<file path="config.mk">
export PLATFORM = sky130hd
export DESIGN_NAME = blimp_core
export DESIGN_NICKNAME = d
export VERILOG_FILES = /design/src/verilog/blimp_pkg.sv /design/src/verilog/blimp_fetch.sv /design/src/verilog/blimp_decode.sv /design/src/verilog/blimp_regfile.sv /design/src/verilog/blimp_execute.sv /design/src/verilog/blimp_core.sv
export VERILOG_INCLUDE_DIRS = /design/src /design/src/verilog
export SDC_FILE = /design/constraint.sdc
export NUM_CORES = 2
export LEC_CHECK = 0
export BUFFER_PORTS_ARGS = -buffer_cell sky130_fd_sc_hd__buf_2
export CAP_MARGIN = 10
export CORE_ASPECT_RATIO = 0.75
export CORE_MARGIN = 2
export CORE_UTILIZATION = 50
export CTS_CLUSTER_SIZE = 16
export DETAILED_ROUTE_END_ITERATION = 8
export PLACE_DENSITY = 0.66
export SYNTH_ARGS = -nofsm -noshare
export SYNTH_HDL_FRONTEND = slang
export SYNTH_HIERARCHICAL = 1
export SYNTH_SLANG_ARGS = --single-unit
</file>
<file path="constraint.sdc">
create_clock -name clk -period 9.89 [get_ports clk]
set_input_delay 0.4945 -clock clk [delete_from_list [all_inputs] [get_ports clk]]
set_output_delay 0.4945 -clock clk [all_outputs]
set_load 0.1 [all_outputs]
</file>
<file path="src/verilog/blimp_consts.svh">
// --------------------
// Blimp core constants
// Reset pc, RV32 opcode and funct values, nop encoding
// --------------------

`ifndef BLIMP_CONSTS_SVH
`define BLIMP_CONSTS_SVH

// First fetch address out of reset
`define BLIMP_RESET_PC  32'h0000_0000

// Major opcodes
`define BLIMP_OPC_OP    7'b0110011
`define BLIMP_OPC_OPIMM 7'b0010011

// funct3 shared by add, addi and mul
`define BLIMP_F3_ADD    3'b000

// funct7 selects add vs mul within OP
`define BLIMP_F7_ADD    7'b0000000
`define BLIMP_F7_MUL    7'b0000001

// addi x0, x0, 0
`define BLIMP_NOP       32'h0000_0013

`endif

</file>
<file path="src/verilog/blimp_pkg.sv">
// --------------------
// Blimp shared types
// Wishbone bundles, pipeline messages, trace record, operation enum
// --------------------

package blimp_pkg;

  // Wishbone classic instruction port, read only
  typedef struct packed {
    logic        cyc;
    logic        stb;
    logic [31:0] adr;
  } wb_imem_req_t;

  typedef struct packed {
    logic        ack;
    logic [31:0] dat;
  } wb_imem_rsp_t;

  // Decoded operation
  typedef enum logic [1:0] {
    OP_ADD,
    OP_ADDI,
    OP_MUL,
    OP_NOP
  } blimp_op_t;

  // Fetch FSM states
  typedef enum logic {
    FETCH_IDLE,
    FETCH_BUSY
  } fetch_state_t;

  // Fetch to decode
  typedef struct packed {
    logic        val;
    logic [31:0] pc;
    logic [31:0] inst;
  } fetch_msg_t;

  // Decode to execute, operands already resolved
  typedef struct packed {
    logic        val;
    logic [31:0] pc;
    blimp_op_t   op;
    logic [4:0]  waddr;
    logic        wen;
    logic [31:0] opa;
    logic [31:0] opb;
  } decode_msg_t;

  // One retired instruction
  typedef struct packed {
    logic        val;
    logic [31:0] pc;
    logic [4:0]  waddr;
    logic [31:0] wdata;
    logic        wen;
  } inst_trace_t;

  // Writeback, doubles as decode bypass
  typedef struct packed {
    logic        wen;
    logic [4:0]  waddr;
    logic [31:0] wdata;
  } rf_write_t;

endpackage

</file>
<file path="src/verilog/blimp_fetch.sv">
// --------------------
// Blimp fetch stage
// Wishbone classic read master, owns the pc
// --------------------

`timescale 1ns/1ps

`include "blimp_consts.svh"

module blimp_fetch (
  input  logic                    clk,
  input  logic                    rst,
  output blimp_pkg::wb_imem_req_t wb_req,
  input  blimp_pkg::wb_imem_rsp_t wb_rsp,
  output blimp_pkg::fetch_msg_t   fetch_out
);

  blimp_pkg::fetch_state_t state;
  logic [31:0]             pc;
  logic                    accept;

  // --------------------
  // Request FSM
  // --------------------

  // Idle only while in reset, then requests forever
  always_ff @(posedge clk) begin
    if (rst) begin
      state <= blimp_pkg::FETCH_IDLE;
    end else begin
      unique case (state)
        blimp_pkg::FETCH_IDLE: state <= blimp_pkg::FETCH_BUSY;
        blimp_pkg::FETCH_BUSY: state <= blimp_pkg::FETCH_BUSY;
        default:               state <= blimp_pkg::FETCH_IDLE;
      endcase
    end
  end

  // Ack only counts while our cycle is open
  assign accept = (state == blimp_pkg::FETCH_BUSY) && wb_rsp.ack;

  // Bus request straight from state, adr held at pc until ack
  always_comb begin
    wb_req.cyc = (state == blimp_pkg::FETCH_BUSY);
    wb_req.stb = (state == blimp_pkg::FETCH_BUSY);
    wb_req.adr = pc;
  end

  // --------------------
  // Program counter
  // --------------------

  // Next address goes out the cycle after ack, stb stays up
  always_ff @(posedge clk) begin
    if (rst) begin
      pc <= `BLIMP_RESET_PC;
    end else if (accept) begin
      pc <= pc + 32'd4;
    end
  end

  // --------------------
  // Fetched instruction
  // --------------------

  // Valid for exactly one cycle per ack
  always_ff @(posedge clk) begin
    if (rst) begin
      fetch_out.val <= 1'b0;
    end else begin
      fetch_out.val <= accept;
    end
  end

  // Payload captured on ack
  always_ff @(posedge clk) begin
    if (accept) begin
      fetch_out.pc   <= pc;
      fetch_out.inst <= wb_rsp.dat;
    end
  end

endmodule

</file>
<file path="src/verilog/blimp_decode.sv">
// --------------------
// Blimp decode stage
// Classifies the op, reads operands with bypass, registers the result
// --------------------

`timescale 1ns/1ps

`include "blimp_consts.svh"

module blimp_decode (
  input  logic                   clk,
  input  logic                   rst,
  input  blimp_pkg::fetch_msg_t  fetch_in,
  output logic [4:0]             raddr0,
  output logic [4:0]             raddr1,
  input  logic [31:0]            rdata0,
  input  logic [31:0]            rdata1,
  input  blimp_pkg::rf_write_t   bypass,
  output blimp_pkg::decode_msg_t decode_out
);

  logic [6:0]          opcode;
  logic [4:0]          rd;
  logic [2:0]          funct3;
  logic [4:0]          rs1;
  logic [4:0]          rs2;
  logic [6:0]          funct7;
  logic [31:0]         imm_i;
  blimp_pkg::blimp_op_t op;
  logic [31:0]         src0;
  logic [31:0]         src1;

  // --------------------
  // Field split
  // --------------------

  assign opcode = fetch_in.inst[6:0];
  assign rd     = fetch_in.inst[11:7];
  assign funct3 = fetch_in.inst[14:12];
  assign rs1    = fetch_in.inst[19:15];
  assign rs2    = fetch_in.inst[24:20];
  assign funct7 = fetch_in.inst[31:25];

  // I-type immediate, sign extended
  assign imm_i = {{20{fetch_in.inst[31]}}, fetch_in.inst[31:20]};

  // Operation select, anything unknown falls to nop
  always_comb begin
    op = blimp_pkg::OP_NOP;
    if (opcode == `BLIMP_OPC_OPIMM && funct3 == `BLIMP_F3_ADD) begin
      op = blimp_pkg::OP_ADDI;
    end else if (opcode == `BLIMP_OPC_OP && funct3 == `BLIMP_F3_ADD) begin
      if (funct7 == `BLIMP_F7_ADD) begin
        op = blimp_pkg::OP_ADD;
      end else if (funct7 == `BLIMP_F7_MUL) begin
        op = blimp_pkg::OP_MUL;
      end
    end
  end

  // --------------------
  // Operand read
  // --------------------

  assign raddr0 = rs1;
  assign raddr1 = rs2;

  // Execute result not yet in the array, take it from the bypass
  always_comb begin
    src0 = rdata0;
    src1 = rdata1;
    if (bypass.wen && bypass.waddr != 5'd0 && bypass.waddr == rs1) begin
      src0 = bypass.wdata;
    end
    if (bypass.wen && bypass.waddr != 5'd0 && bypass.waddr == rs2) begin
      src1 = bypass.wdata;
    end
  end

  // --------------------
  // Pipeline register
  // --------------------

  always_ff @(posedge clk) begin
    if (rst) begin
      decode_out.val <= 1'b0;
    end else begin
      decode_out.val <= fetch_in.val;
    end
  end

  // rd of x0 never writes
  always_ff @(posedge clk) begin
    decode_out.pc    <= fetch_in.pc;
    decode_out.op    <= op;
    decode_out.waddr <= rd;
    decode_out.wen   <= (op != blimp_pkg::OP_NOP) && (rd != 5'd0);
    decode_out.opa   <= src0;
    decode_out.opb   <= (op == blimp_pkg::OP_ADDI) ? imm_i : src1;
  end

endmodule

</file>
<file path="src/verilog/blimp_regfile.sv">
// --------------------
// Blimp register file
// 32 x 32, two async reads, one sync write, x0 reads zero
// --------------------

`timescale 1ns/1ps

module blimp_regfile (
  input  logic                 clk,
  input  logic [4:0]           raddr0,
  input  logic [4:0]           raddr1,
  output logic [31:0]          rdata0,
  output logic [31:0]          rdata1,
  input  blimp_pkg::rf_write_t wr
);

  logic [31:0] regs [0:31];

  // Read ports
  // x0 forced to zero, array entry 0 is never written
  always_comb begin
    rdata0 = (raddr0 == 5'd0) ? 32'd0 : regs[raddr0];
    rdata1 = (raddr1 == 5'd0) ? 32'd0 : regs[raddr1];
  end

  // Write port
  always_ff @(posedge clk) begin
    if (wr.wen && wr.waddr != 5'd0) begin
      regs[wr.waddr] <= wr.wdata;
    end
  end

endmodule

</file>
<file path="src/verilog/blimp_execute.sv">
// --------------------
// Blimp execute stage
// Single-cycle add/mul, writeback bundle and trace from one register
// --------------------

`timescale 1ns/1ps

module blimp_execute (
  input  logic                   clk,
  input  logic                   rst,
  input  blimp_pkg::decode_msg_t decode_in,
  output blimp_pkg::rf_write_t   rf_wr,
  output blimp_pkg::inst_trace_t trace
);

  logic [31:0] sum;
  logic [31:0] product;
  logic [31:0] result;
  logic        do_write;

  // --------------------
  // ALU
  // --------------------

  assign sum     = decode_in.opa + decode_in.opb;
  // Low half of the product only
  assign product = decode_in.opa * decode_in.opb;

  always_comb begin
    unique case (decode_in.op)
      blimp_pkg::OP_ADD,
      blimp_pkg::OP_ADDI: result = sum;
      blimp_pkg::OP_MUL:  result = product;
      default:            result = 32'd0;
    endcase
  end

  assign do_write = decode_in.val && decode_in.wen;

  // --------------------
  // Trace register
  // --------------------

  // Control bits
  always_ff @(posedge clk) begin
    if (rst) begin
      trace.val <= 1'b0;
      trace.wen <= 1'b0;
    end else begin
      trace.val <= decode_in.val;
      trace.wen <= do_write;
    end
  end

  // Payload, wdata zero when nothing is written
  always_ff @(posedge clk) begin
    trace.pc    <= decode_in.pc;
    trace.waddr <= decode_in.waddr;
    trace.wdata <= do_write ? result : 32'd0;
  end

  // --------------------
  // Writeback
  // --------------------

  // Same register as the trace, so write and retire line up
  always_comb begin
    rf_wr.wen   = trace.wen;
    rf_wr.waddr = trace.waddr;
    rf_wr.wdata = trace.wdata;
  end

endmodule

</file>
<file path="src/verilog/blimp_core.sv">
// --------------------
// Blimp core top
// Fetch, decode, register file and execute
// --------------------

`timescale 1ns/1ps

module blimp_core (
  input  logic                    clk,
  input  logic                    rst,
  output blimp_pkg::wb_imem_req_t wb_req,
  input  blimp_pkg::wb_imem_rsp_t wb_rsp,
  output blimp_pkg::inst_trace_t  trace
);

  blimp_pkg::fetch_msg_t  fetch_msg;
  blimp_pkg::decode_msg_t decode_msg;
  blimp_pkg::rf_write_t   rf_wr;
  logic [4:0]             raddr0;
  logic [4:0]             raddr1;
  logic [31:0]            rdata0;
  logic [31:0]            rdata1;

  // Instruction fetch over Wishbone
  blimp_fetch i_fetch (
    .clk       (clk),
    .rst       (rst),
    .wb_req    (wb_req),
    .wb_rsp    (wb_rsp),
    .fetch_out (fetch_msg)
  );

  // Decode reads the array and takes the execute bypass
  blimp_decode i_decode (
    .clk        (clk),
    .rst        (rst),
    .fetch_in   (fetch_msg),
    .raddr0     (raddr0),
    .raddr1     (raddr1),
    .rdata0     (rdata0),
    .rdata1     (rdata1),
    .bypass     (rf_wr),
    .decode_out (decode_msg)
  );

  blimp_regfile i_regfile (
    .clk    (clk),
    .raddr0 (raddr0),
    .raddr1 (raddr1),
    .rdata0 (rdata0),
    .rdata1 (rdata1),
    .wr     (rf_wr)
  );

  // Retire point
  blimp_execute i_execute (
    .clk       (clk),
    .rst       (rst),
    .decode_in (decode_msg),
    .rf_wr     (rf_wr),
    .trace     (trace)
  );

endmodule

</file>
# Word level (Yosys, flattened, before mapping)
# Memory sizes are Yosys's and may differ from the RTL's. A register that Yosys moved wholly into a read port is not among the register bits.
# Index checks and enable logic that the tools add are counted.
# classes
n_addsub,2
mul,1
div_mod_pow,0
n_lt_le_gt_ge,0
eq_ne,9
shift,0
muxes,15
bitwise,0
n_reduce_logical,16
# ops
cell,count
$mux W32,5
$pmux W32 S2,1
$add A32 B3 Y32 const B,1
$add A32 B32 Y32,1
$mul A32 B32 Y32,1
$eq A5 B5 Y1,2
$logic_not A5 Y1,2
$mux W5,2
$reduce_bool A5 Y1,2
$logic_and A1 B1 Y1,8
$eq A7 B1 Y1 const B,1
$eq A7 B5 Y1 const B,1
$eq A7 B6 Y1 const B,1
$logic_not A7 Y1,1
$mux W2,3
$eq A2 B1 Y1 const B,2
$mux W1,4
$logic_not A3 Y1,1
$eq A2 B2 Y1 const B,1
$logic_not A2 Y1,1
$ne A2 B2 Y1 const B,1
$reduce_or A2 Y1,1
# word_totals
ff_bits,274
latchBits,0
ram_bits,1024
mem_bits_ro,0
input_bits,35
out_inout_bits,105
elab_cells,61
memories,1
# mem_list
memory,depth,word_bits,read_ports,rd_clocked_by_memory_dff,wr,line,source
i_regfile.regs,32,32,2,2,1,blimp_regfile.sv:17,logic [31:0] regs [0:31];

# Depth between registers and ports, before layout
# logic_depth
ltp_word,7
depth_mapped,26
ltp_nobuf,24

# By module
# Netlist, hierarchy kept.
# modules_own_cells
mod,n_inst,cells_per_inst,area_each_um2,seq_area_each_um2
blimp_regfile,1,2564,47904.7,30749.5
blimp_execute,1,2096,19185.9,1421.4
blimp_decode,1,318,3662.3,2102.0
blimp_fetch,1,242,3393.3,2502.4

# Worst setup path before layout
# Ideal clock, no wire load.
# synth_timing
kind,register to register
startpoint,register i_decode/decode_out[43] (netlist name)
endpoint,register i_execute/rf_wr[28] (netlist name)
setup_ns,0.130
arrival_ns,6.796
t_required_ns,9.760
setup_slack_ns,2.963
path_stages_with_launch,24
path_buffers,2
synth_period_minus_slack_ns,6.927
cell_sequence,dfxtp_1 clkbuf_1 clkbuf_1 and2_1 fa_1 fa_1 fa_1 inv_1 fa_1 inv_1 fa_1 inv_1 fa_1 inv_1 fa_1 fa_1 ha_1 and3_1 a221o_1 a21oi_1 a21oi_1 or4_1 a32oi_1 o211ai_1
# synth_between
elab_chain_cells,2
word_cells_on_any_way,3
classes_between,add/sub: 1; mul: 1; mux: 1
# synth_lines
item,line,source
"start, declared",blimp_decode.sv:19,output blimp_pkg::decode_msg_t decode_out
$mul A32 B32 Y32 or $add A32 B32 Y32 (tied branches),"blimp_execute.sv:27, blimp_execute.sv:25",
$pmux W32 S2 *,blimp_execute.sv:30,unique case (decode_in.op)
# Mark *: on every way between the ends. The rest lies on a longest branch, timed or not.
# A chain may end at the register's enable or synchronous reset.

# Final worst setup path
# layout_timing
startpoint,register i_decode/decode_out[41] (netlist name)
endpoint,register i_execute/rf_wr[31] (netlist name)
# layout_between
elab_chain_cells,2
word_cells_on_any_way,3
classes_between,add/sub: 1; mul: 1; mux: 1
# layout_lines
item,line
$mul A32 B32 Y32 or $add A32 B32 Y32 (tied branches),"blimp_execute.sv:27, blimp_execute.sv:25"
$pmux W32 S2 *,blimp_execute.sv:30
# Marks and branches as above.

==> impl_metrics.json <==
{
  "pwr_density_cell_mw_per_mm2": 199.5,
  "status": "finished, final reports clean",
  "synth_area_per_cell_sq_um": 14.20,
  "max-slew-margin-rel_pct": 20.48,
  "timing.final.hold_violations": 0,
  "placedInstanceArea_sq_mm": 0.07682,
  "slowest_stage": "dfxtp_1",
  "area_delta_synth_final_pct": 10.01,
  "grt_antenna_before_repair": 7,
  "finalWorstSetupSlack_ns": 1.908,
  "place_congestion": 0.9758,
  "cts_root_buffer": "clkbuf_16",
  "rsz0062_at_grt": "false",
  "min_path_type": "in2reg",
  "grt_util_met2_pct": 44.88,
  "max_clock_freq_mhz": 125.3,
  "grtUsageMet1_pct": 46.28,
  "grt_max_degree": 134,
  "hold_slack_ns": 0.1040,
  "ys_warn_count": 6,
  "synth_area_sq_mm": 0.07415,
  "cts-resized-gates": 0,
  "clock-sinks": 1294,
  "totalWireLength_mm": 240.4,
  "io_buffer_count": 137,
  "synth_flop_cell": "edfxtp_1",
  "cts_buffers": 131,
  "crit_family": "adder cells",
  "critical_path_class": "reg2reg",
  "ys_types": 95,
  "worstPathMaxFanout": 23,
  "synthArstFlopShare_pct": 0,
  "rrSetupSlack_ns": 1.91,
  "die_h_microns": 337.5,
  "synth_largest_area_cell": "edfxtp_1",
  "final_max_slew_viol_count": 0,
  "io_pins": 140,
  "drt_iter0_markers": 7388,
  "vias": 48950,
  "finalNetCount": 5906,
  "die_x_microns": 448.7,
  "grt_use_met3_pct": 9.712,
  "cts_tree": "done",
  "grt.busiest_layer": "met1",
  "dr.pass1.iters": 6,
  "layout-drive-gt1-share_pct": 18.57,
  "maxCapViolCount": 0,
  "p_leak_nw": 27.05,
  "route.detailed.drc": 0,
  "synth_edf_count": 1086,
  "yosysTopAreaCellShare_pct": 43.98,
  "grt_overflow": 0,
  "cp-end-kind": "flip-flop",
  "cts-htree-levels": 4,
  "via_per_inst": 6.615,
  "antenna_left": 0,
  "tightest_slew_ns": 1.191,
  "grtUsageTotal_pct": 31.69,
  "fin_area_sq_mm": 0.08157,
  "design.core.area_sq_mm": 0.1475,
  "critical_path.cell_chain": "ha_1 -> inv_1 -> fa_1 -> inv_1 -> fa_1 -> fa_1 -> inv_1 -> fa_1 -> inv_1 -> fa_1 -> fa_1 -> fa_1 -> fa_1 -> ha_1 -> or2_2 -> a31oi_1 -> o21ai_0 -> o31ai_1 -> a31oi_1 -> xnor2_1 -> o22ai_1",
  "grt_pass1_vias": 48270,
  "syn_inst": 5220,
  "slowest_delay_ns": 1.06,
  "setup_viol": 0,
  "grt_pass1_wl_mm": 344.8,
  "initial_core_util_pct": 50.28,
  "die_area_sq_mm": 0.1514,
  "tns_ns": 0,
  "clk_latency_ns": 0.81,
  "skew_ns": 0.03476,
  "irDropWorstVdd_v": 0.0002962,
  "dpl_worst_slack_ns": 2.019,
  "ys_ff_latch": 1294,
  "cp_common_cell": "fa_1",
  "crit_arrival_ns": 8.66,
  "cp.required_ns": 10.57,
  "critPathBufInv": 4,
  "num_rows": 122,
  "clockBufferDepth": 3,
  "fin_crit_sh_pct": 80.71,
  "min_period_ns": 7.982,
  "place.detailed.hpwl_mm": 148.4,
  "path_clk_slew_ns": 0.07,
  "synth_area_leaders": "edfxtp_1 (44%), fa_1 (11%), mux4_2 (9.6%)",
  "cp-start-kind": "flip-flop",
  "yosysSeqAreaShare_pct": 49.60,
  "wl_per_cell_microns": 32.49
}
==> layer usage <==
layer  vias up  part of all wire [%]
met2      3616                    42
li1      19620                     -
met3       491                    14
met4         0                   3.8
met1     25220                    40
met5         -                     0
==> cells in the final DEF (no fill, tap or decap), drive strengths merged, types with 105 or more instances in the layout <==
master and count:
nand2 345, inv 405, a21oi 126, edfxtp 1086, fa 409, dfxtp 208
clkbuf 162, mux4 352, nor2 105, ha 155, buf 283, and2 306
mux2i 322
==> power by group <==
| part | leakage, nW | internal [mW] | switching (mW) |
|---|---|---|---|
| Sequential | 9.53 | 5.86 | 0.0852 |
| Combinational | 15.4 | 2.08 | 3.17 |
| Clock | 2.12 | 2.84 | 2.24 |
==> Yosys cell counts, types with 36 or more instances <==
cell type / instances
fa_1: 409
mux2_2: 95
xnor2_1: 77
buf_2: 63
dfxtp_1: 208
ha_1: 155
nor2_1: 103
a211oi_1: 62
edfxtp_1: 1086
and2_1: 304
mux4_1: 36
mux2i_1: 322
a221oi_1: 39
o221ai_1: 64
buf_4: 107
a21oi_1: 125
nand2_1: 344
o21ai_0: 92
mux4_2: 316
o31ai_1: 49
inv_1: 395
a22oi_1: 64
nor2b_1: 49
clkbuf_1: 204
xor2_1: 39
nand4_1: 45
==> metrics by stage <==
stage / cells / util, % / power, mW
floorplan: 5254 / - / 9.533
global placement: 7123 / 52.10 / 11.12
detailed placement: 7123 / 52.10 / 11.13
CTS: 7393 / 55.27 / 16.23
global route: 7397 / 55.31 / 16.98
finish: 7399 / 55.32 / 16.27
==> state kept, by name, indices dropped and copies added, names as in the netlist <==
register,count
i_fetch/pc,30
i_decode/decode_out,105
i_execute/rf_wr,38
i_fetch/state,1
i_fetch/fetch_out,63
i_execute/trace,33
i_regfile/regs,1024
==> kinds of logic (layout without fill, tap and decap cells) <==
| kind of cell | count (synthesis) | count (layout) | share of synthesized area [%] |
|---|---|---|---|
| other | 2 | 39 | 0.01013 |
| AO/OA/AOI/OAI | 711 | 711 | 7.032 |
| adder cells (fa/ha/maj) | 564 | 564 | 13.66 |
| XOR/XNOR | 117 | 117 | 1.401 |
| multiplexers | 770 | 770 | 16.68 |
| flip-flops | 1294 | 1294 | 49.60 |
| AND/OR/NAND/NOR | 972 | 972 | 6.802 |
| buffers and inverters | 790 | 948 | 4.819 |
==> tightest hold or removal path: stages <==
cell and delay (ns):
buf_2 0.12, nand2_1 0.16, nor2_1 0.06
==> path summary, 6_finish.rpt <==
check,startpoint,to,cells after the start
max,i_decode/decode_out[41],i_execute/rf_wr[31],21
min,wb_rsp[32],i_fetch/fetch_out[64],3
min reg2reg,i_decode/decode_out[82],i_execute/trace[48],0
max reg2reg,i_decode/decode_out[41],i_execute/rf_wr[31],21
==> cell type report <==
| cell class | count | area, sq um |
|---|---|---|
| clock inverters | 76 | 839.6 |
| flip-flops and latches | 1294 | 36780 |
| well taps | 1984 | 2482 |
| repair buffers | 315 | 2192 |
| multi-input cells | 3170 | 34270 |
| diodes | 3 | 7.507 |
| inverters | 395 | 1484 |
| clock buffers | 162 | 3520 |
| fillers | 11890 | 65890 |
==> repair_timing <==
action | 4_1_cts | 5_1_grt
endpoints found under the hold margin | 32 | 0
hold buffers | 32 | 0
setup buffers | 0 | 0
(Power assumes the default switching activity.)
